$ cat src/common/loader_pkg.sv
// ROM map, download stream indices and data-width types for the loader
`default_nettype none

package loader_pkg;

	// ==================================================
	// Data widths
	// ==================================================

	typedef logic [7:0] byte_t;

	// Byte address in the ROM store
	typedef logic [11:0] rom_addr_t;

	// Offset inside one half of the ROM
	typedef logic [10:0] region_addr_t;

	// Host download address and stream tag
	typedef logic [24:0] ioctl_addr_t;
	typedef logic [7:0] ioctl_index_t;

	// ==================================================
	// ROM map
	// ==================================================

	localparam int rom_bytes = 4096;

	// CPU region starts at 0, graphics in the upper half
	localparam rom_addr_t gfx_base = 12'd2048;

	// ==================================================
	// Download indices
	// ==================================================

	localparam ioctl_index_t index_rom = 8'd0;
	localparam ioctl_index_t index_variant = 8'd1;
	localparam ioctl_index_t index_dip = 8'd254;

	// Number of DIP switch bytes kept
	localparam int dip_count = 2;

endpackage

`default_nettype wire

$ cat src/common/rom_bus_if.sv
// ROM read port interface with requester and arbiter modports
`default_nettype none
`timescale 1ns/1ps

interface rom_bus_if;

	// Request held with a stable address until ack
	logic req;
	loader_pkg::region_addr_t addr;

	// One-cycle ack, data valid in the same cycle
	logic ack;
	loader_pkg::byte_t data;

	modport requester (
		output req,
		output addr,
		input ack,
		input data
	);

	modport arbiter (
		input req,
		input addr,
		output ack,
		output data
	);

endinterface

`default_nettype wire

$ cat src/rom/rom_arbiter.sv
// ROM store arbiter: download writes first, then alternating CPU and graphics reads
`default_nettype none
`timescale 1ns/1ps

module rom_arbiter (
	input wire logic clk_sys,
	input wire logic rst_n,
	input wire logic rom_wr,
	input wire loader_pkg::rom_addr_t rom_wr_addr,
	input wire loader_pkg::byte_t rom_wr_data,
	rom_bus_if.arbiter cpu_bus,
	rom_bus_if.arbiter gfx_bus,
	output logic mem_we,
	output loader_pkg::rom_addr_t mem_addr,
	output loader_pkg::byte_t mem_wdata,
	input wire loader_pkg::byte_t mem_rdata
);

	// Set for the cycle after a grant, while the store returns data
	logic cpu_pend;
	logic gfx_pend;
	logic last_gfx;
	logic cpu_wait;
	logic gfx_wait;
	logic cpu_grant;
	logic gfx_grant;

	// A port in flight keeps its req up during ack, so mask it
	assign cpu_wait = cpu_bus.req && !cpu_pend;
	assign gfx_wait = gfx_bus.req && !gfx_pend;

	// ==================================================
	// Grant selection
	// ==================================================

	always_comb begin
		cpu_grant = 1'b0;
		gfx_grant = 1'b0;
		if (!rom_wr) begin
			if (cpu_wait && gfx_wait) begin
				cpu_grant = last_gfx;
				gfx_grant = !last_gfx;
			end else begin
				cpu_grant = cpu_wait;
				gfx_grant = gfx_wait;
			end
		end
	end

	// Store address, graphics offsets sit above gfx_base
	always_comb begin
		if (rom_wr) begin
			mem_addr = rom_wr_addr;
		end else if (gfx_grant) begin
			mem_addr = loader_pkg::gfx_base + loader_pkg::rom_addr_t'(gfx_bus.addr);
		end else begin
			mem_addr = loader_pkg::rom_addr_t'(cpu_bus.addr);
		end
	end

	assign mem_we = rom_wr;
	assign mem_wdata = rom_wr_data;

	always_ff @(posedge clk_sys or negedge rst_n) begin
		if (!rst_n) begin
			cpu_pend <= 1'b0;
			gfx_pend <= 1'b0;
			last_gfx <= 1'b0;
		end else begin
			cpu_pend <= cpu_grant;
			gfx_pend <= gfx_grant;
			if (cpu_grant || gfx_grant) begin
				last_gfx <= gfx_grant;
			end
		end
	end

	// Returning store data goes to whichever port was granted
	assign cpu_bus.ack = cpu_pend;
	assign cpu_bus.data = cpu_pend ? mem_rdata : '0;
	assign gfx_bus.ack = gfx_pend;
	assign gfx_bus.data = gfx_pend ? mem_rdata : '0;

endmodule

`default_nettype wire

$ cat src/flat_wrapper.sv
// flat-port wrapper written by rule: the top's interface ports become plain ports
module rom_arbiter_flat 
  (clk_sys, rst_n, rom_wr, rom_wr_addr, rom_wr_data, mem_we, mem_addr, mem_wdata, mem_rdata, cpu_bus_req, cpu_bus_addr, cpu_bus_ack, cpu_bus_data, gfx_bus_req, gfx_bus_addr, gfx_bus_ack, gfx_bus_data);
  rom_bus_if cpu_bus_i ();
  rom_bus_if gfx_bus_i ();
  input wire logic clk_sys;
  input wire logic rst_n;
  input wire logic rom_wr;
  input wire loader_pkg::rom_addr_t rom_wr_addr;
  input wire loader_pkg::byte_t rom_wr_data;
  output logic mem_we;
  output loader_pkg::rom_addr_t mem_addr;
  output loader_pkg::byte_t mem_wdata;
  input wire loader_pkg::byte_t mem_rdata;
  input wire logic [$bits(cpu_bus_i.req)-1:0] cpu_bus_req;
  input wire logic [$bits(cpu_bus_i.addr)-1:0] cpu_bus_addr;
  output wire logic [$bits(cpu_bus_i.ack)-1:0] cpu_bus_ack;
  output wire logic [$bits(cpu_bus_i.data)-1:0] cpu_bus_data;
  input wire logic [$bits(gfx_bus_i.req)-1:0] gfx_bus_req;
  input wire logic [$bits(gfx_bus_i.addr)-1:0] gfx_bus_addr;
  output wire logic [$bits(gfx_bus_i.ack)-1:0] gfx_bus_ack;
  output wire logic [$bits(gfx_bus_i.data)-1:0] gfx_bus_data;
  assign cpu_bus_i.req = cpu_bus_req;
  assign cpu_bus_i.addr = cpu_bus_addr;
  assign cpu_bus_ack = cpu_bus_i.ack;
  assign cpu_bus_data = cpu_bus_i.data;
  assign gfx_bus_i.req = gfx_bus_req;
  assign gfx_bus_i.addr = gfx_bus_addr;
  assign gfx_bus_ack = gfx_bus_i.ack;
  assign gfx_bus_data = gfx_bus_i.data;
  rom_arbiter u_core (.clk_sys(clk_sys), .rst_n(rst_n), .rom_wr(rom_wr), .rom_wr_addr(rom_wr_addr), .rom_wr_data(rom_wr_data), .cpu_bus(cpu_bus_i), .gfx_bus(gfx_bus_i), .mem_we(mem_we), .mem_addr(mem_addr), .mem_wdata(mem_wdata), .mem_rdata(mem_rdata));
endmodule
$ cat config.mk
export PLATFORM = sky130hd
export DESIGN_NAME = rom_arbiter_flat
export DESIGN_NICKNAME = d
export VERILOG_FILES = /design/src/common/loader_pkg.sv /design/src/common/rom_bus_if.sv /design/src/rom/rom_arbiter.sv /design/src/flat_wrapper.sv
export SDC_FILE = /design/constraint.sdc
export NUM_CORES = 1
export LEC_CHECK = 0
export BUFFER_PORTS_ARGS = -buffer_cell sky130_fd_sc_hd__buf_2
export CAP_MARGIN = 25
export CORE_AREA = 2 2 47 49
export DETAILED_ROUTE_END_ITERATION = 10
export DIE_AREA = 0 0 49 51
export PLACE_DENSITY = 0.86
export SYNTH_ARGS = -nofsm -noshare
export SYNTH_HDL_FRONTEND = slang
export SYNTH_SLANG_ARGS = --single-unit
$ cat constraint.sdc
create_clock -name clk_sys -period 4.5 [get_ports clk_sys]
set_clock_uncertainty 0.1 [all_clocks]
set_input_delay 1.125 -clock clk_sys [delete_from_list [all_inputs] [get_ports clk_sys]]
set_output_delay 1.125 -clock clk_sys [all_outputs]
set_load 0.005 [all_outputs]
======== After elaboration in Yosys (flattened, before gate mapping) ========
Index checks and enable logic that the tools add are counted.
storage, ports and cells
  flip-flop bits (word level) ............. 3
  output and inout bits ................... 39
  word-level logic and storage cells ...... 19
operators by class
  add/sub/neg operators ................... 1
  multiplexer cells ....................... 8
  reductions and logical operators ........ 7
operator list
  kind                                           number
  2-to-1 mux 12 bit                              2
  2-to-1 mux 8 bit                               2
  adder 12 x 11 -> 12 bit, first input constant  1
  2-to-1 mux 1 bit                               4
  logical AND 1 bit                              3
  logical NOT 1 bit                              3
  logical OR 1 bit                               1

======== Logic depth before layout (Yosys ltp) ========
  word-level depth ........................ 7
  gate-level depth with buffers ........... 4
  depth with buffers taken out ............ 3

======== Worst setup path before layout ========
OpenSTA, ideal clock, no wires.
  path type ............................... input to output
  from .................................... input port cpu_bus_req
  to ...................................... output port mem_addr[10]
  data arrival time ....................... 1939 ps
  slack ................................... 1336 ps
  stages on the path ...................... 4
  buffers on the path ..................... 1
  cells stage by stage .................... and3b_1 o21ba_1 buf_6 a221o_1
on the way
  longest elaborated chain between the ends .. 6
ends and longest elaborated chain
  item               RTL line            RTL
  start, declared    flat_wrapper.sv:15  input wire logic [$bits(cpu_bus_i.req)-1:0] cpu_bus_req;
  logical AND 1 bit  rom_arbiter.sv:29   assign cpu_wait = cpu_bus.req && !cpu_pend;
  logical AND 1 bit  rom_arbiter.sv:40   if (cpu_wait && gfx_wait) begin
  2-to-1 mux 1 bit   rom_arbiter.sv:40
  2-to-1 mux 1 bit   rom_arbiter.sv:39   if (!rom_wr) begin
  2-to-1 mux 12 bit  rom_arbiter.sv:54   end else if (gfx_grant) begin
  2-to-1 mux 12 bit  rom_arbiter.sv:52   if (rom_wr) begin
  end, declared      flat_wrapper.sv:12  output loader_pkg::rom_addr_t mem_addr;
Every way passes these cells.

======== Worst setup path in the final report ========
  from .................................... input port cpu_bus_req
  to ...................................... output port mem_addr[6]
Same word-level chain as after synthesis.

==> results.cfg <==
[routing]
vias = 725
firstDrtPassIters = 2
ant_nets = 0
drt_wl_total_um = 1720
drt_iter0_drc = 10
wl_per_cell_um = 10.7
drc = 0
via_per_inst = 4.53

[layout]
fin_nets = 188
design_area_um2 = 876
n_antenna_cell = 0
fillCellCount = 234
syn2layout_area_growth_pct = 68.7
final_cells = 160
layout-drive-gt1-share_pct = 61.4

[worst_setup_path]
crit_chain = buf_2 -> and3b_1 -> nor3_4 -> a221o_1 -> buf_2
cp-end-kind = primary output
reg2reg_setup_slack_ps = 2980
required_ps = 3270
path_buf_inv = 2
cpPeakStageDelay_ps = 480
slowest_stage = nor3_4
cpMostUsedCell = buf_2
arrival_ps = 2270
critical_path.startpoint_type = primary input
crit_type = in -> out
critPathTopFamily = simple AND/OR/NAND/NOR gates
cp_max_fo = 14

[power]
ir_drop_uv = 71.7
p_sw_share_pct = 31.6
seq_power_share_pct = 21.5
pwr-share-clk_pct = 30.9
intPower_uw = 108
p_comb_share_pct = 47.6
finalPower_uw = 158
p_per_area_nw_per_um2 = 180
p_sw_uw = 49.8
cellLeakagePower_nw = 0.534

[sta]
drv_slew = 0
hold_viol_final = 0
fin_crit_ps = 3490
setup-violations-final = 0
rsz0062_at_grt = false
tns_ps = 0
tightest_slew_ps = 546
slew_headroom_pct = 63.5
clock.fmax_mhz = 287
final.period_utilization_pct = 77.6
fin_ws_ps = 1010

[floorplanning]
io-pin-count = 94
die_h_um = 51
dieArea_um2 = 2500
rows = 17
core_area_um2 = 2060
chipWidth_um = 49
start_util_pct = 25.2

[synth]
synth_edf_count = 0
yosysWarnings = 0
postSynthAreaPerCell_um2 = 8.24
synth_ff_type = dfrtp_1
syn-num-nets = 118
synth_area_leaders = and2_1, a221o_1, buf_4
syn_area_um2 = 519
ys_ff_latch = 3
yosysMostFrequentCell = and2_1
yosysSeqAreaShare_pct = 14.5
synth_top_cell_by_area = and2_1
yosysTopAreaCellShare_pct = 32.5
synth_common_cells = and2_1, a221o_1, buf_4
synthCells = 63
yosysUniqueCellTypes = 14
ys_async_sr_fraction_pct = 100

[cts]
cts_tree = built
cts_hold_buf = 0
postCtsSetupRepairBufs = 0
clkTransAtPathRegs_ps = 40
cts_buffers = 3
clockBufferDepth = 2
ctsHtreeMaxLevel = 1
root_buffer = clkbuf_4
insertion_delay_ps = 240
clock-sinks = 3
post_cts_resized = 0

[global_route]
grt_start_max_net_pins = 18
grt_pass1_wl_um = 2620
first_global_vias = 627
grt_usage_pct = 13.2
antenna_found_initial = 0
grt_overflow_total = 0

[placement]
dp.cells = 156
port-buffer-count = 77
pre_cts_ws_ps = 1010
place_area_um2 = 850
gp_congestion = 0.647

[status]
status = finished clean

[run]
maxCapViolations = 0

[worst_hold_path]
hp-class = reg -> reg
==> registers in the layout (all words and copies together) (netlist names) <==
signal              cells
u_core.gfx_bus.ack      1
u_core.last_gfx         1
u_core.cpu_bus.ack      1
==> worst register-to-register path: stages (launching register included) <==
cell	delay [ps]
dfrtp_1	450
and3b_1	250
nor3_4	480
nand2b_1	180
==> final cells by class <==
cell class	count	area, um^2	share of cell area (%)
clock buffers	4	26.3	3.00
multi-input cells	48	354	40.4
flip-flops and latches	3	75.1	8.57
well taps	28	35.0	4.00
repair buffers	77	385	44.0
==> power by group through the flow <==
stage	clock network, mW	registers (mW)	logic [mW]
after floorplan	0	0.0333	0.0430
after global placement	0	0.0342	0.0751
after detailed placement	0	0.0343	0.0759
after CTS	0.0513	0.0340	0.0761
after global routing	0.0498	0.0348	0.0832
final	0.0487	0.0339	0.0751
==> layout by cell type (no fill, tap or decap) <==
master	synthesis	routed
o21ai_0	1	1
nor3_1	1	1
clkbuf_4	0	3
and3b_1	1	1
a21o_1	1	1
clkbuf_1	1	1
nor2_1	1	1
and2_1	27	27
nand2b_1	3	3
buf_2	0	77
dfrtp_1	3	3
nor3_4	1	1
o21ba_1	1	1
a221o_1	11	11
==> per-layer routing <==
metal	global-route usage, %	routed length (um)	vias up
met4	7.14	22	0
met3	4.68	216	2
met2	25.1	841	59
met1	12.4	634	308
li1	-	-	356
met5	0	0	-
==> worst paths after layout <==
check	start	to	cells past startpoint
max in group asynchronous	rst_n	u_core.gfx_bus.ack	1
min	u_core.last_gfx	u_core.last_gfx	2
max	cpu_bus_req	mem_addr[6]	5
max reg2reg	u_core.cpu_bus.ack	u_core.last_gfx	3
min in group asynchronous	rst_n	u_core.cpu_bus.ack	1
min reg2reg	u_core.last_gfx	u_core.last_gfx	2
==> per-stage QoR <==
step,utilization (%),hold WS (ps)
after floorplan,-,391
after global placement,41.2,429
after detailed placement,41.2,441
after CTS,42.4,450
after global routing,42.4,478
final,42.4,438
==> logic make-up (layout without fill, tap and decap cells) <==
family	Yosys count	in the layout	synth area share [%]
simple gates	34	34	42.7
flops	3	3	14.5
buf+inv	12	81	17.3
compound gates	14	14	25.5
Power figures use the tool's default switching activity.
