[src/common/control_pkg.sv]
// Reset and pause timing constants, hardware variant codes and pixel types
`default_nettype none

package control_pkg;

	// Core reset hold after the ROM is loaded
	typedef logic [7:0] reset_count_t;
	localparam reset_count_t reset_hold_cycles = 8'd32;

	// Pause timer, dims the screen once it saturates
	typedef logic [15:0] pause_timer_t;
	localparam pause_timer_t pause_dim_cycles = 16'd200;

	// ==================================================
	// Pixel types
	// ==================================================

	typedef logic [3:0] channel_t;

	// Red in the top bits, then green, then blue
	typedef logic [11:0] rgb_t;

	// Hardware variant byte and the codes that change orientation
	typedef logic [7:0] variant_t;
	localparam variant_t variant_portrait = 8'h06;
	localparam variant_t variant_portrait_ccw = 8'h0B;

endpackage

`default_nettype wire

[src/source/reset_pause_ctrl.sv]
// Core reset counter, pause toggle and timer, and the RGB dim path
`default_nettype none
`timescale 1ns/1ps

module reset_pause_ctrl (
	input wire logic clk_sys,
	input wire logic rst_n,
	input wire logic rom_loaded,
	input wire logic reset_button,
	input wire logic pause_button,
	input wire logic osd_open,
	input wire logic pause_on_osd,
	input wire control_pkg::rgb_t rgb_in,
	output logic core_reset,
	output logic pause,
	output control_pkg::rgb_t rgb_out
);

	control_pkg::reset_count_t reset_count;
	control_pkg::pause_timer_t pause_timer;
	logic pause_button_d;
	logic pause_toggle;
	logic toggle_next;
	logic dim_video;
	control_pkg::channel_t red;
	control_pkg::channel_t green;
	control_pkg::channel_t blue;

	// ==================================================
	// Core reset
	// ==================================================

	// Held in reload until the ROM is in and the button is released
	always_ff @(posedge clk_sys or negedge rst_n) begin
		if (!rst_n) begin
			reset_count <= control_pkg::reset_hold_cycles;
		end else if (reset_button || !rom_loaded) begin
			reset_count <= control_pkg::reset_hold_cycles;
		end else if (reset_count != '0) begin
			reset_count <= reset_count - 1'b1;
		end
	end

	assign core_reset = (reset_count != '0);

	// ==================================================
	// Pause
	// ==================================================

	assign toggle_next = pause_toggle ^ (pause_button && !pause_button_d);

	always_ff @(posedge clk_sys or negedge rst_n) begin
		if (!rst_n) begin
			pause_button_d <= 1'b0;
			pause_toggle <= 1'b0;
			pause <= 1'b0;
		end else begin
			pause_button_d <= pause_button;
			pause_toggle <= toggle_next;
			pause <= toggle_next || (osd_open && pause_on_osd);
		end
	end

	// Time spent paused, saturating at the dim point
	always_ff @(posedge clk_sys or negedge rst_n) begin
		if (!rst_n) begin
			pause_timer <= '0;
		end else if (!pause) begin
			pause_timer <= '0;
		end else if (pause_timer < control_pkg::pause_dim_cycles) begin
			pause_timer <= pause_timer + 1'b1;
		end
	end

	assign dim_video = (pause_timer >= control_pkg::pause_dim_cycles);

	// Dim halves every channel
	assign red = rgb_in[11:8];
	assign green = rgb_in[7:4];
	assign blue = rgb_in[3:0];

	always_comb begin
		if (dim_video) begin
			rgb_out = {red >> 1, green >> 1, blue >> 1};
		end else begin
			rgb_out = rgb_in;
		end
	end

endmodule

`default_nettype wire

[config.mk]
export PLATFORM = sky130hd
export DESIGN_NAME = reset_pause_ctrl
export DESIGN_NICKNAME = d
export VERILOG_FILES = /design/src/common/control_pkg.sv /design/src/source/reset_pause_ctrl.sv
export SDC_FILE = /design/constraint.sdc
export NUM_CORES = 1
export LEC_CHECK = 0
export ABC_AREA = 0
export BUFFER_PORTS_ARGS = -buffer_cell sky130_fd_sc_hd__buf_2
export CORE_MARGIN = 3
export CORE_UTILIZATION = 42
export CTS_CLUSTER_DIAMETER = 150
export DETAILED_ROUTE_END_ITERATION = 8
export MAX_ROUTING_LAYER = met4
export PLACE_DENSITY = 0.65
export SETUP_SLACK_MARGIN = 0.1
export SYNTH_ARGS = -nofsm -noshare
export SYNTH_HDL_FRONTEND = slang
export SYNTH_SLANG_ARGS = --single-unit
export TNS_END_PERCENT = 20
[constraint.sdc]
create_clock -name clk_sys -period 1.5 [get_ports clk_sys]
set_input_delay 0.075 -clock clk_sys [delete_from_list [all_inputs] [get_ports clk_sys]]
set_output_delay 0.075 -clock clk_sys [all_outputs]
set_load 0.05 [all_outputs]
=== Word-level counts from Yosys, hierarchy flattened ===
Index checks and enable logic that the tools add are counted.

* Bits in registers: 27
* Input port bits: 19
* Logic and storage cells: 24

* Add/sub/neg operators: 2
* Magnitude comparators: 2
* Equality and inequality tests: 1
* Muxes and demuxes: 5
* Bitwise gates (word level): 1
* Reduce and logical (&&, ||, !) cells: 8

{| class="wikitable"
|+ Operator list
! cell !! number
|-
| 16-bit two-way mux || 2
|-
| 16-bit by 1-bit adder with 16-bit output, second input constant || 1
|-
| 16-bit by 8-bit greater-or-equal comparator with 1-bit output, second input constant || 1
|-
| 16-bit by 8-bit less-than comparator with 1-bit output, second input constant || 1
|-
| 8-bit two-way mux || 2
|-
| 12-bit two-way mux || 1
|-
| 8-bit nonzero test || 1
|-
| 8-bit by 1-bit subtractor with 8-bit output, second input constant || 1
|-
| 1-bit logical AND || 2
|-
| 1-bit zero test || 2
|-
| 1-bit logical OR || 2
|-
| 2-bit by 1-bit inequality test with 1-bit output, second input constant || 1
|-
| 2-bit nonzero test || 1
|-
| 1-bit bitwise XOR || 1
|}

=== Longest topological paths before layout ===
Gate-level depths: netlist of run 1.

* Word-level depth: 4
* Depth in mapped cells: 6

=== Worst setup path before layout of run 1 ===
Ideal clock, no wire load.

* Kind: reg-to-reg
* From: reg reset_count[0]
* To: reg reset_count[5]
* Data arrival time: 1.783 ns
* Required time: 1.417 ns
* Setup slack: -0.367 ns
* Cell stages (with the launch flop): 7
* Buffers on the path: 0
* Period minus slack after synthesis: 1.867 ns
* Cell sequence: dfrtp_1 inv_1 ha_1 nor2b_1 nand3_1 a31oi_1 o21bai_1

* Elaborated cells between the ends (all ways): 5
* Those cells by class: add/sub (1); mux (2); reduce/logical (2)

{| class="wikitable"
|+ RTL lines
! what !! RTL line !! RTL
|-
| from (decl) || reset_pause_ctrl.sv:19 || <nowiki>control_pkg::reset_count_t reset_count;</nowiki>
|-
| from (signal assigned) || reset_pause_ctrl.sv:36 || <nowiki>reset_count <= control_pkg::reset_hold_cycles;</nowiki>
|-
| from (signal assigned) || reset_pause_ctrl.sv:38 || <nowiki>reset_count <= control_pkg::reset_hold_cycles;</nowiki>
|-
| from (signal assigned) || reset_pause_ctrl.sv:40 || <nowiki>reset_count <= reset_count - 1'b1;</nowiki>
|-
| 8-bit nonzero test || -- ||
|-
| net core_reset || reset_pause_ctrl.sv:14 || <nowiki>output logic core_reset,</nowiki>
|-
| 2-bit nonzero test (no line) || -- ||
|}

The timed path passes the listed nets, and every way through them passes these cells. The select of a mux whose other input is x is not followed.
A chain may end at the register's enable or synchronous reset.

=== Worst setup path in the final report of run 1 ===
* From: reg pause_timer[5]
* To: out rgb_out[4]

* Word-level cells in the longest chain between the ends: 2

{| class="wikitable"
|+ Ends and longest elaborated chain
! what !! RTL line !! RTL
|-
| from (decl) || reset_pause_ctrl.sv:20 || <nowiki>control_pkg::pause_timer_t pause_timer;</nowiki>
|-
| from (signal assigned) || reset_pause_ctrl.sv:71 || <nowiki>pause_timer <= pause_timer + 1'b1;</nowiki>
|-
| 16-bit by 8-bit greater-or-equal comparator with 1-bit output || reset_pause_ctrl.sv:75 || <nowiki>assign dim_video = (pause_timer >= control_pkg::pause_dim_cycles);</nowiki>
|-
| 12-bit two-way mux || reset_pause_ctrl.sv:83 || <nowiki>if (dim_video) begin</nowiki>
|-
| to (decl) || reset_pause_ctrl.sv:16 || <nowiki>output control_pkg::rgb_t rgb_out</nowiki>
|}

Every way passes these cells.

==> results by group, run 1 <==
Critical path
  – CP Data Required Time: ~1.4 ns
  – Startpoint types: flip-flop
  – Category of the critical setup timing path: flip-flop to output pin
  – Crit path max-delay cell type: dfrtp_1
  – Crit end category: output pin
  – Crit path cell chain: o311ai_4, nand3_2, buf_12, mux2_2, buf_6
  – Largest stage delay, worst path: between 0.4 and 0.5 ns
  – Data arrival time of the critical path: around 1.8 ns
  – Largest driver fanout on the critical path: 14

Global routing
  – Gr usage total: 0.163
  – Via count of the first global-routing pass: 1,156
  – Global-route wire length before repair: 5.04 mm
  – Maximum number of pins on one net before global-route repair: 28
  – Leftover overflow at the end of global routing: 0
  – Number of antenna violations at the first check in global routing: 0

STA
  – Post-route fraction of the period consumed by the critical path: 1.28
  – Final worst clock skew: around 0.015 ns
  – Final setup violation count: 20
  – Final max-slew violation count: 0
  – Worst Slack Setup Final: -0.417 ns
  – Maximum achievable frequency: 522 MHz
  – Post-Route Hold Slack: roughly 0.16 ns
  – Slew @ Worst Pin: slightly above 0.6 ns
  – Unrepaired setup endpoints after global routing: yes
  – Final count of hold timing violations: 0
  – Worst relative slew slack: 0.597
  – Post-layout minimum cycle time: between 1.5 and 2 ns

Detailed routing
  – DRT iter0 DRCs: 44
  – Highest metal layer used by the detailed router: met4
  – Vias after detailed routing: 1,108
  – Routed Wire Length: roughly 3.0 mm
  – Remaining DRCs: 0
  – Routed wire length on met2: 1.71 mm
  – Via/cell ratio: 4.90
  – Count of nets left with antenna violations after detail routing: 0
  – Wire length per cell: 13.3 um
  – Routed metal-1 wirelength: between 1 and 1.5 mm
  – Pre-Repair DR Iteration Count: 4
  – Met3 layer wire length in the routed design: about 82 um

Clocking
  – Sink Count: 27
  – Clock latency of the later-clocked register in the worst-skew pair: 0.34 ns
  – Clock H-tree levels: 1
  – CTS Buf Count: 3
  – Clock edge transition at the registers on the reported setup and hold paths: 0.15 ns
  – Root buffer cell: clkbuf_4
  – Clk buf depth: 2
  – CTS tree: done

Yosys
  – Warnings from Yosys: 0
  – Sequential cell area fraction in the yosys report: 0.495
  – Post-Syn Area per Cell: 10.6 sq um
  – Instance count of the mapped netlist: 129
  – Number of enable-type register cells in the synthesized netlist: 0
  – Top FF cell, synth: dfrtp_1
  – Synthesized Nets: 152
  – Number of library cell types mapped by synthesis: 36
  – Dominant cells by area after synthesis: dfrtp_1, mux2_2, nor2_1
  – Mapped Area: 0.00137 sq mm
  – Dominant cell by count in the synthesized netlist: dfrtp_1
  – Number of synthesized register bits: 27
  – Most area-hungry cell type in the Yosys netlist: dfrtp_1
  – Top cells by instance count after synthesis: dfrtp_1, nor2_1, and2_1, inv_1, mux2_2
  – Area fraction of the dominant cell type after synthesis: 0.476
  – Ys async rst share: 1.00

Finish
  – Net total in the final layout: around 210
  – Layout cells sized above 1: 0.456
  – Final standard cell utilization of the core: 0.634
  – Number of antenna repair diodes: 0
  – Non-filler instance count after layout: 226
  – Area grow syn2layout: 42.6%

Placement
  – Number of input and output port buffers inserted: 32
  – HPWL Detailed: 2.01 mm
  – Global placement routability congestion: around 0.78
  – Placed Instances: 216

Pwr
  – Max rail drop VDD: 0.515 mV
  – Internal portion of total power: between 1000 and 1500 uW
  – Gate power share: 0.330
  – Switching component of the power: 659 uW
  – Share of total power in the clock network: 0.176
  – P per Cell Area: 935 mW/mm^2
  – Switching share of power: 0.361
  – Standby leakage power: 0.000933 uW
  – Register share of total power: 0.493

Floorplan
  – Die H: 63.1 um
  – Core Region: between 0.003 and 0.004 sq mm
  – Starting density of the core: 0.444
  – Boundary Pins: 33
  – Overall die width: about 63 um
  – Die Footprint: 0.00398 sq mm
  – Count of standard-cell rows: 20

Status
  – Run status: finished, violations left
  – Failing checks: setup timing

Hold path
  – Classification of the worst-slack hold path: primary input to flip-flop

Run
  – Maxcap violations: 0
## what timing repair did
item,CTS,global route
buffers inserted,1,1
gates resized for setup,35,6
pin swaps,7,7
endpoints found under the hold margin,28,0
hold buffers,4,0
setup endpoints to repair,25,29
## flip-flops by register name, indices dropped and copies added (netlist names)
| register | flops |
|---|---|
| pause_timer | 16 |
| reset_count | 8 |
| pause_button_d | 1 |
| pause | 1 |
| pause_toggle | 1 |
## through the flow
step	setup slack (ns)	setup TNS (ns)	cell area (sq um)	total power, uW
floorplan	-0.0454	-0.254	1400	1270
global placement	-0.138	-1.55	1710	1430
detailed placement	-0.144	-1.93	1710	1450
CTS	-0.427	-5.71	1920	1820
global route	-0.491	-7.59	1950	1930
finish	-0.417	-6.08	1950	1820
## worst max-delay path: cells and delay by family (launching register included)
family                 cells  cell delay (ns)
flip-flops                 1             0.44
buffers and inverters      2             0.33
AO/OA/AOI/OAI              1             0.32
multiplexers               1             0.28
AND/OR/NAND/NOR            1             0.13
## power by group through the flow
stage          registers [uW]  logic (uW)  clock network, uW
4_1_cts                   898         597                328
3_3_place_gp              903         530                  0
5_1_grt                   913         657                364
2_1_floorplan             923         352                  0
6_report                  900         602                322
3_5_place_dp              910         543                  0
## final timing paths
path                       slack (ns)  depth (start not counted)        endpoint      startpoint
min                              0.16                          3  reset_count[3]      rom_loaded
max                             -0.42                          5      rgb_out[4]  pause_timer[5]
min in group asynchronous        0.25                          2  reset_count[0]           rst_n
max in group asynchronous        0.84                          2  pause_timer[8]           rst_n
min reg2reg                      0.49                          1    pause_toggle    pause_toggle
max reg2reg                     -0.37                          7  pause_timer[3]  pause_timer[5]
## cell usage in the layout (no fill, tap or decap), types with 2 or more instances in the layout
master	n
a21oi_1	3
a21oi_2	2
a31oi_1	3
and2_1	8
buf_2	19
buf_4	15
buf_6	14
clkbuf_4	3
dfrtp_1	26
dlygate4sd3_1	4
ha_1	2
ha_2	2
inv_1	7
mux2_2	9
mux2i_1	3
nand2_1	2
nand2b_1	3
nand3_1	4
nand3b_1	2
nand4_1	2
nor2_1	13
nor2_2	2
nor4_4	2
o21ai_0	4
or3_1	5
xnor2_1	4
## layer usage
metal | track usage | vias up
met1 | 0.169 | 539
met5 | - | -
met4 | 0.0468 | 0
met2 | 0.302 | 16
met3 | 0.0410 | 8
li1 | - | 545
## cells by family (layout without fill, tap and decap cells)
kind of cell | after synthesis | in the layout | synth area share
XOR/XNOR | 6 | 6 | 0.0384
adder cells (fa/ha/maj) | 4 | 4 | 0.0366
AO/OA/AOI/OAI | 17 | 17 | 0.0805
buffers and inverters | 12 | 65 | 0.0393
multiplexers | 12 | 12 | 0.0961
AND/OR/NAND/NOR | 51 | 51 | 0.214
flip-flops | 27 | 27 | 0.495
## cell type report
cell class,instances,area (sq um)
fillers,248,1130
inverters,8,30.0
clock buffers,3,22.5
multi-input cells,90,733
repair buffers,53,425
flip-flops and latches,27,677
clock inverters,1,7.51
well taps,44,55.1
(Power assumes the default switching activity.)
==> inputs of run 2 (changes only) <==
- PLACE_DENSITY: 0.65 -> 0.78
- SKIP_CTS_REPAIR_TIMING: default -> 1
==> run 2 against run 1 <==
  * The run still ends with setup timing left
  * Clock power is essentially flat
  * Global-route usage down 0.55 points
  * Clock-buffer cell count unchanged
  * Clock skew decreased by 0.0040 ns
  * Die area stayed put
==> results by group, run 2 (same netlist as run 1, synthesis figures left out) <==
Global routing
  – Maximum number of pins on one net before global-route repair: 28
  – Leftover overflow at the end of global routing: 0
  – Number of antenna violations at the first check in global routing: 0
  – Gr usage total: 0.157
  – Global-route wire length before repair: ~5 mm
  – Via count of the first global-routing pass: 1,127

STA
  – Final max-slew violation count: 0
  – Final setup violation count: 21
  – Unrepaired setup endpoints after global routing: yes
  – Worst Slack Setup Final: -0.475 ns
  – Slew @ Worst Pin: 0.584 ns
  – Post-Route Hold Slack: roughly 0.19 ns
  – Final count of hold timing violations: 0
  – Final total negative setup slack: -6.44 ns
  – Post-layout minimum cycle time: 1.98 ns
  – Post-route fraction of the period consumed by the critical path: 1.32
  – Final worst clock skew: 0.0112 ns
  – Worst relative slew slack: 0.611
  – Maximum achievable frequency: slightly above 500 MHz

Detailed routing
  – Pre-Repair DR Iteration Count: 4
  – Remaining DRCs: 0
  – Wire length per cell: 14.5 um
  – Routed Wire Length: roughly 3.3 mm
  – Via/cell ratio: 5.09
  – Count of nets left with antenna violations after detail routing: 0
  – DRT iter0 DRCs: 35
  – Vias after detailed routing: ~1,100

Floorplan
  – Starting density of the core: 0.444
  – Core Region: 0.00308 sq mm
  – Die H: ~63 um
  – Boundary Pins: 33
  – Count of standard-cell rows: 20
  – Die Footprint: 0.00398 sq mm
  – Overall die width: about 63 um

Placement
  – Global placement routability congestion: 0.896
  – Placed Instances: 216
  – HPWL Detailed: 2.12 mm
  – Number of input and output port buffers inserted: 32

Clocking
  – Clk buf depth: 2
  – Clock edge transition at the registers on the reported setup and hold paths: 0.16 ns
  – Clock latency of the later-clocked register in the worst-skew pair: 0.33 ns
  – CTS tree: done
  – Sink Count: 27
  – CTS Buf Count: 3
  – Root buffer cell: clkbuf_4
  – Clock H-tree levels: 1

Critical path
  – Crit end category: output pin
  – Largest driver fanout on the critical path: 17
  – CP Data Required Time: 1.42 ns
  – Category of the critical setup timing path: flip-flop to output pin
  – Startpoint types: flip-flop
  – Data arrival time of the critical path: 1.90 ns

Pwr
  – Standby leakage power: 0.000925 uW
  – P per Cell Area: 949 mW/mm^2
  – Max rail drop VDD: 0.651 mV

Status
  – Run status: finished, violations left
  – Failing checks: setup timing

Run
  – Maxcap violations: 0

Finish
  – Highest-count cells in the layout ignoring fill and taps: dfrtp_1, buf_2, buf_4, nor2_1, buf_6
  – Layout cells sized above 1: 0.448
  – Final standard cell utilization of the core: 0.626
  – Area grow syn2layout: 41.0%
  – Biggest registers after layout: pause_timer (16), reset_count (8)
  – Net total in the final layout: just over 200
  – Non-filler instance count after layout: 225
  – Number of antenna repair diodes: 0
  – Number of flip-flops in the largest register: 16
  – Largest register by flop count: pause_timer
  – Most common cell after layout, fill and taps aside: dfrtp_1

Hold path
  – Classification of the worst-slack hold path: primary input to flip-flop
==> run 2: path summary, 6_finish.rpt <==
kind / end / slack, ns / from / depth (start not counted)
setup reg to reg: pause_timer[4] / -0.26 / pause_timer[9] / 7
setup / recovery: rgb_out[0] / -0.48 / pause_timer[9] / 5
min in group asynchronous: pause_timer[8] / 0.26 / rst_n / 2
hold / removal: reset_count[2] / 0.19 / rom_loaded / 3
hold reg to reg: pause_toggle / 0.49 / pause_toggle / 1
max in group asynchronous: reset_count[5] / 0.85 / rst_n / 2
==> run 2: layout make-up <==
cell class                 instances  area, sq um
sequential                        27          677
fill                             244         1150
tap                               44         55.1
clock buffer                       3         22.5
inverter                           8         30.0
clock inverter                     1         7.51
multi-input combinational         90          724
timing repair buffer              52          412
==> run 2: power breakdown <==
| group | total [uW] | internal (uW) | switching [uW] |
|---|---|---|---|
| clock | 324 | 102 | 222 |
| sequential | 903 | 808 | 95.1 |
| combinational | 603 | 249 | 354 |
| total | 1830 | 1160 | 671 |
==> run 2: critical path, cell delays in order, from the launching register on <==
cell and delay [ns]:
dfrtp_1 0.44, nor4_4 0.35, nand3_2 0.14, buf_12 0.18
mux2_2 0.30, buf_6 0.16
==> run 2: routing by layer <==
metal,track usage,wire length [um],vias to the layer above
met3,0.0392,74,10
met1,0.192,1380,568
met5,-,0,-
li1,-,-,550
met4,0.0413,76,0
met2,0.260,1730,18
==> run 2: metrics by stage <==
stage | power, uW | area [sq um] | setup WS (ns)
final | 1830 | 1930 | -0.475
after global routing | 1960 | 1930 | -0.608
after CTS | 1780 | 1750 | -0.567
after detailed placement | 1460 | 1720 | -0.184
after global placement | 1420 | 1720 | -0.166
after floorplan | 1270 | 1400 | -0.0454
==> inputs of run 3 (changes only) <==
- PLACE_DENSITY: 0.78 -> 0.75
- clock period: 1.5 -> 2.4 ns (I/O delays scaled with it)
==> run 3 against run 2 <==
  * First-iteration DRC count shrank 5.7%
  * Register-to-register slack improved by 0.74 ns
  * Die area is the same
  * Final cell count decreased by 7.6%
  * Sequential share of layout area increased by 6.2 points
  * Power fell by 42%
  * Worst setup slack gained 0.64 ns
  * Non-clock buffer count shrank 18
  * Highest routed layer unchanged
  * Largest cell class is now sequential cells
  * The run ends with hold timing left
==> results by group, run 3 (same netlist as run 1, synthesis figures left out) <==
STA
  – Final worst clock skew: between 0.005 and 0.006 ns
  – Worst relative slew slack: 0.611
  – Slew @ Worst Pin: 0.583 ns
  – Final max-slew violation count: 0
  – Final count of hold timing violations: 1
  – Post-layout minimum cycle time: 2.23 ns
  – Maximum achievable frequency: ~450 MHz
  – Worst Slack Setup Final: 0.166 ns
  – Post-Route Hold Slack: -0.00873 ns
  – Final setup violation count: 0
  – Unrepaired setup endpoints after global routing: no
  – Post-route fraction of the period consumed by the critical path: 0.931
  – Final total negative setup slack: 0 ns

Detailed routing
  – Via/cell ratio: 5.12
  – Routed wire length on met2: 1.36 mm
  – Vias after detailed routing: 1,065
  – DRT iter0 DRCs: 33
  – Count of nets left with antenna violations after detail routing: 0
  – Remaining DRCs: 0
  – Routed metal-1 wirelength: 1.15 mm
  – Met3 layer wire length in the routed design: 109 um
  – Routed Wire Length: 2.68 mm
  – Pre-Repair DR Iteration Count: 4
  – Wire length per cell: 12.9 um
  – Highest metal layer used by the detailed router: met4

Placement
  – HPWL Detailed: 1.90 mm
  – Global placement routability congestion: 0.766
  – Post-Place Setup Slack: approximately 0.46 ns
  – Number of input and output port buffers inserted: 32
  – Cell area reported after detailed placement: 0.00156 sq mm

Finish
  – Largest register by flop count: pause_timer
  – Layout cells sized above 1: 0.317
  – Highest-count cells in the layout ignoring fill and taps: buf_2, dfrtp_1, nor2_1
  – Final standard cell utilization of the core: 0.533
  – Area grow syn2layout: 19.9%
  – Number of antenna repair diodes: 0
  – Count of fill cells added during filler insertion: 259
  – Net total in the final layout: roughly 190
  – Most common cell after layout, fill and taps aside: buf_2
  – Number of flip-flops in the largest register: 16
  – Biggest registers after layout: pause_timer (16), reset_count (8)
  – Layout Cell Area excl Fill: 0.00164 sq mm

Floorplan
  – Starting density of the core: 0.444
  – Die Footprint: 0.00398 sq mm
  – Die H: 63.1 um
  – Core Region: about 0.0031 sq mm
  – Boundary Pins: 33
  – Count of standard-cell rows: 20
  – Overall die width: 63.1 um

Critical path
  – End of the critical path: rgb_out[10]
  – Worst setup slack for register-to-register paths: 0.48 ns
  – Data arrival time of the critical path: 2.11 ns
  – Startpoint types: flip-flop
  – Cells on worst reg2reg path: 4
  – Start of the worst register-to-register path: pause_timer[5]
  – Worst setup path startpoint: pause_timer[5]
  – CP Data Required Time: 2.28 ns
  – Crit end category: output pin
  – Category of the critical setup timing path: flip-flop to output pin
  – Reg2reg end: pause_timer[5]
  – Largest driver fanout on the critical path: 11

Clocking
  – CTS tree: done
  – Clock edge transition at the registers on the reported setup and hold paths: 0.15 ns
  – Sink Count: 27
  – Clock latency of the later-clocked register in the worst-skew pair: 0.33 ns
  – Root buffer cell: clkbuf_4
  – CTS Buf Count: 3
  – Clock H-tree levels: 1
  – Clk buf depth: 2

Global routing
  – Global-route wire length before repair: 4.66 mm
  – Gr usage total: 0.149
  – Leftover overflow at the end of global routing: 0
  – Number of antenna violations at the first check in global routing: 0
  – Maximum number of pins on one net before global-route repair: 28
  – Via count of the first global-routing pass: 1,027

Status
  – Failing checks: hold timing
  – Run status: finished, violations left

Pwr
  – Max rail drop VDD: 0.384 mV
  – P per Cell Area: roughly 650 mW/mm^2
  – Standby leakage power: 0.000804 uW

Hold path
  – Classification of the worst-slack hold path: primary input to flip-flop

Run
  – Maxcap violations: 0
## run 3: changes by cell type in the layout (fill, tap and decap cells not counted), sizes merged
cell,previous run,this run
clkinvlp,1,0
nand3,6,7
dlygate4sd3,4,2
clkbuf,3,4
buf,48,32
## run 3: cell type report
type | instances | area (sq um) | share of cell area
clock buffers | 4 | 26.3 | 0.0160
inverters | 8 | 30.0 | 0.0183
multi-input cells | 91 | 672 | 0.410
flip-flops and latches | 27 | 677 | 0.413
well taps | 44 | 55.1 | 0.0336
repair buffers | 34 | 180 | 0.110
## run 3: through the flow
| step | power (uW) | std cells |
|---|---|---|
| finish | 1070 | 208 |
| global route | 1130 | 208 |
| CTS | 1060 | 205 |
| detailed placement | 870 | 201 |
| global placement | 851 | 201 |
| floorplan | 784 | 129 |
## run 3: worst max-delay path, cell delays in order (launching register included)
cell      delay (ns)
dfrtp_1         0.46
o311ai_2        0.49
nand3_4         0.25
mux2_1          0.36
buf_2           0.21
## run 3: how the worst min path moves through the flow
stage	from	end	cells after the start
after global placement	rst_n	pause_toggle	1
after floorplan	rst_n	pause	0
after global routing	osd_open	pause	2
after CTS	rst_n	pause_timer[9]	1
final	pause_on_osd	pause	2
after detailed placement	rst_n	pause_button_d	1
## run 3: power by group
part           total, uW  internal [uW]  switching, uW
Clock                202           65.3            137
Combinational        297            108            190
Sequential           566            505           60.3
Total               1070            678            387
## run 3: per-layer routing
metal / vias up / GRT usage
li1: 513 / -
met4: 0 / 0.0579
met3: 7 / 0.0160
met5: - / -
met1: 513 / 0.195
met2: 32 / 0.238
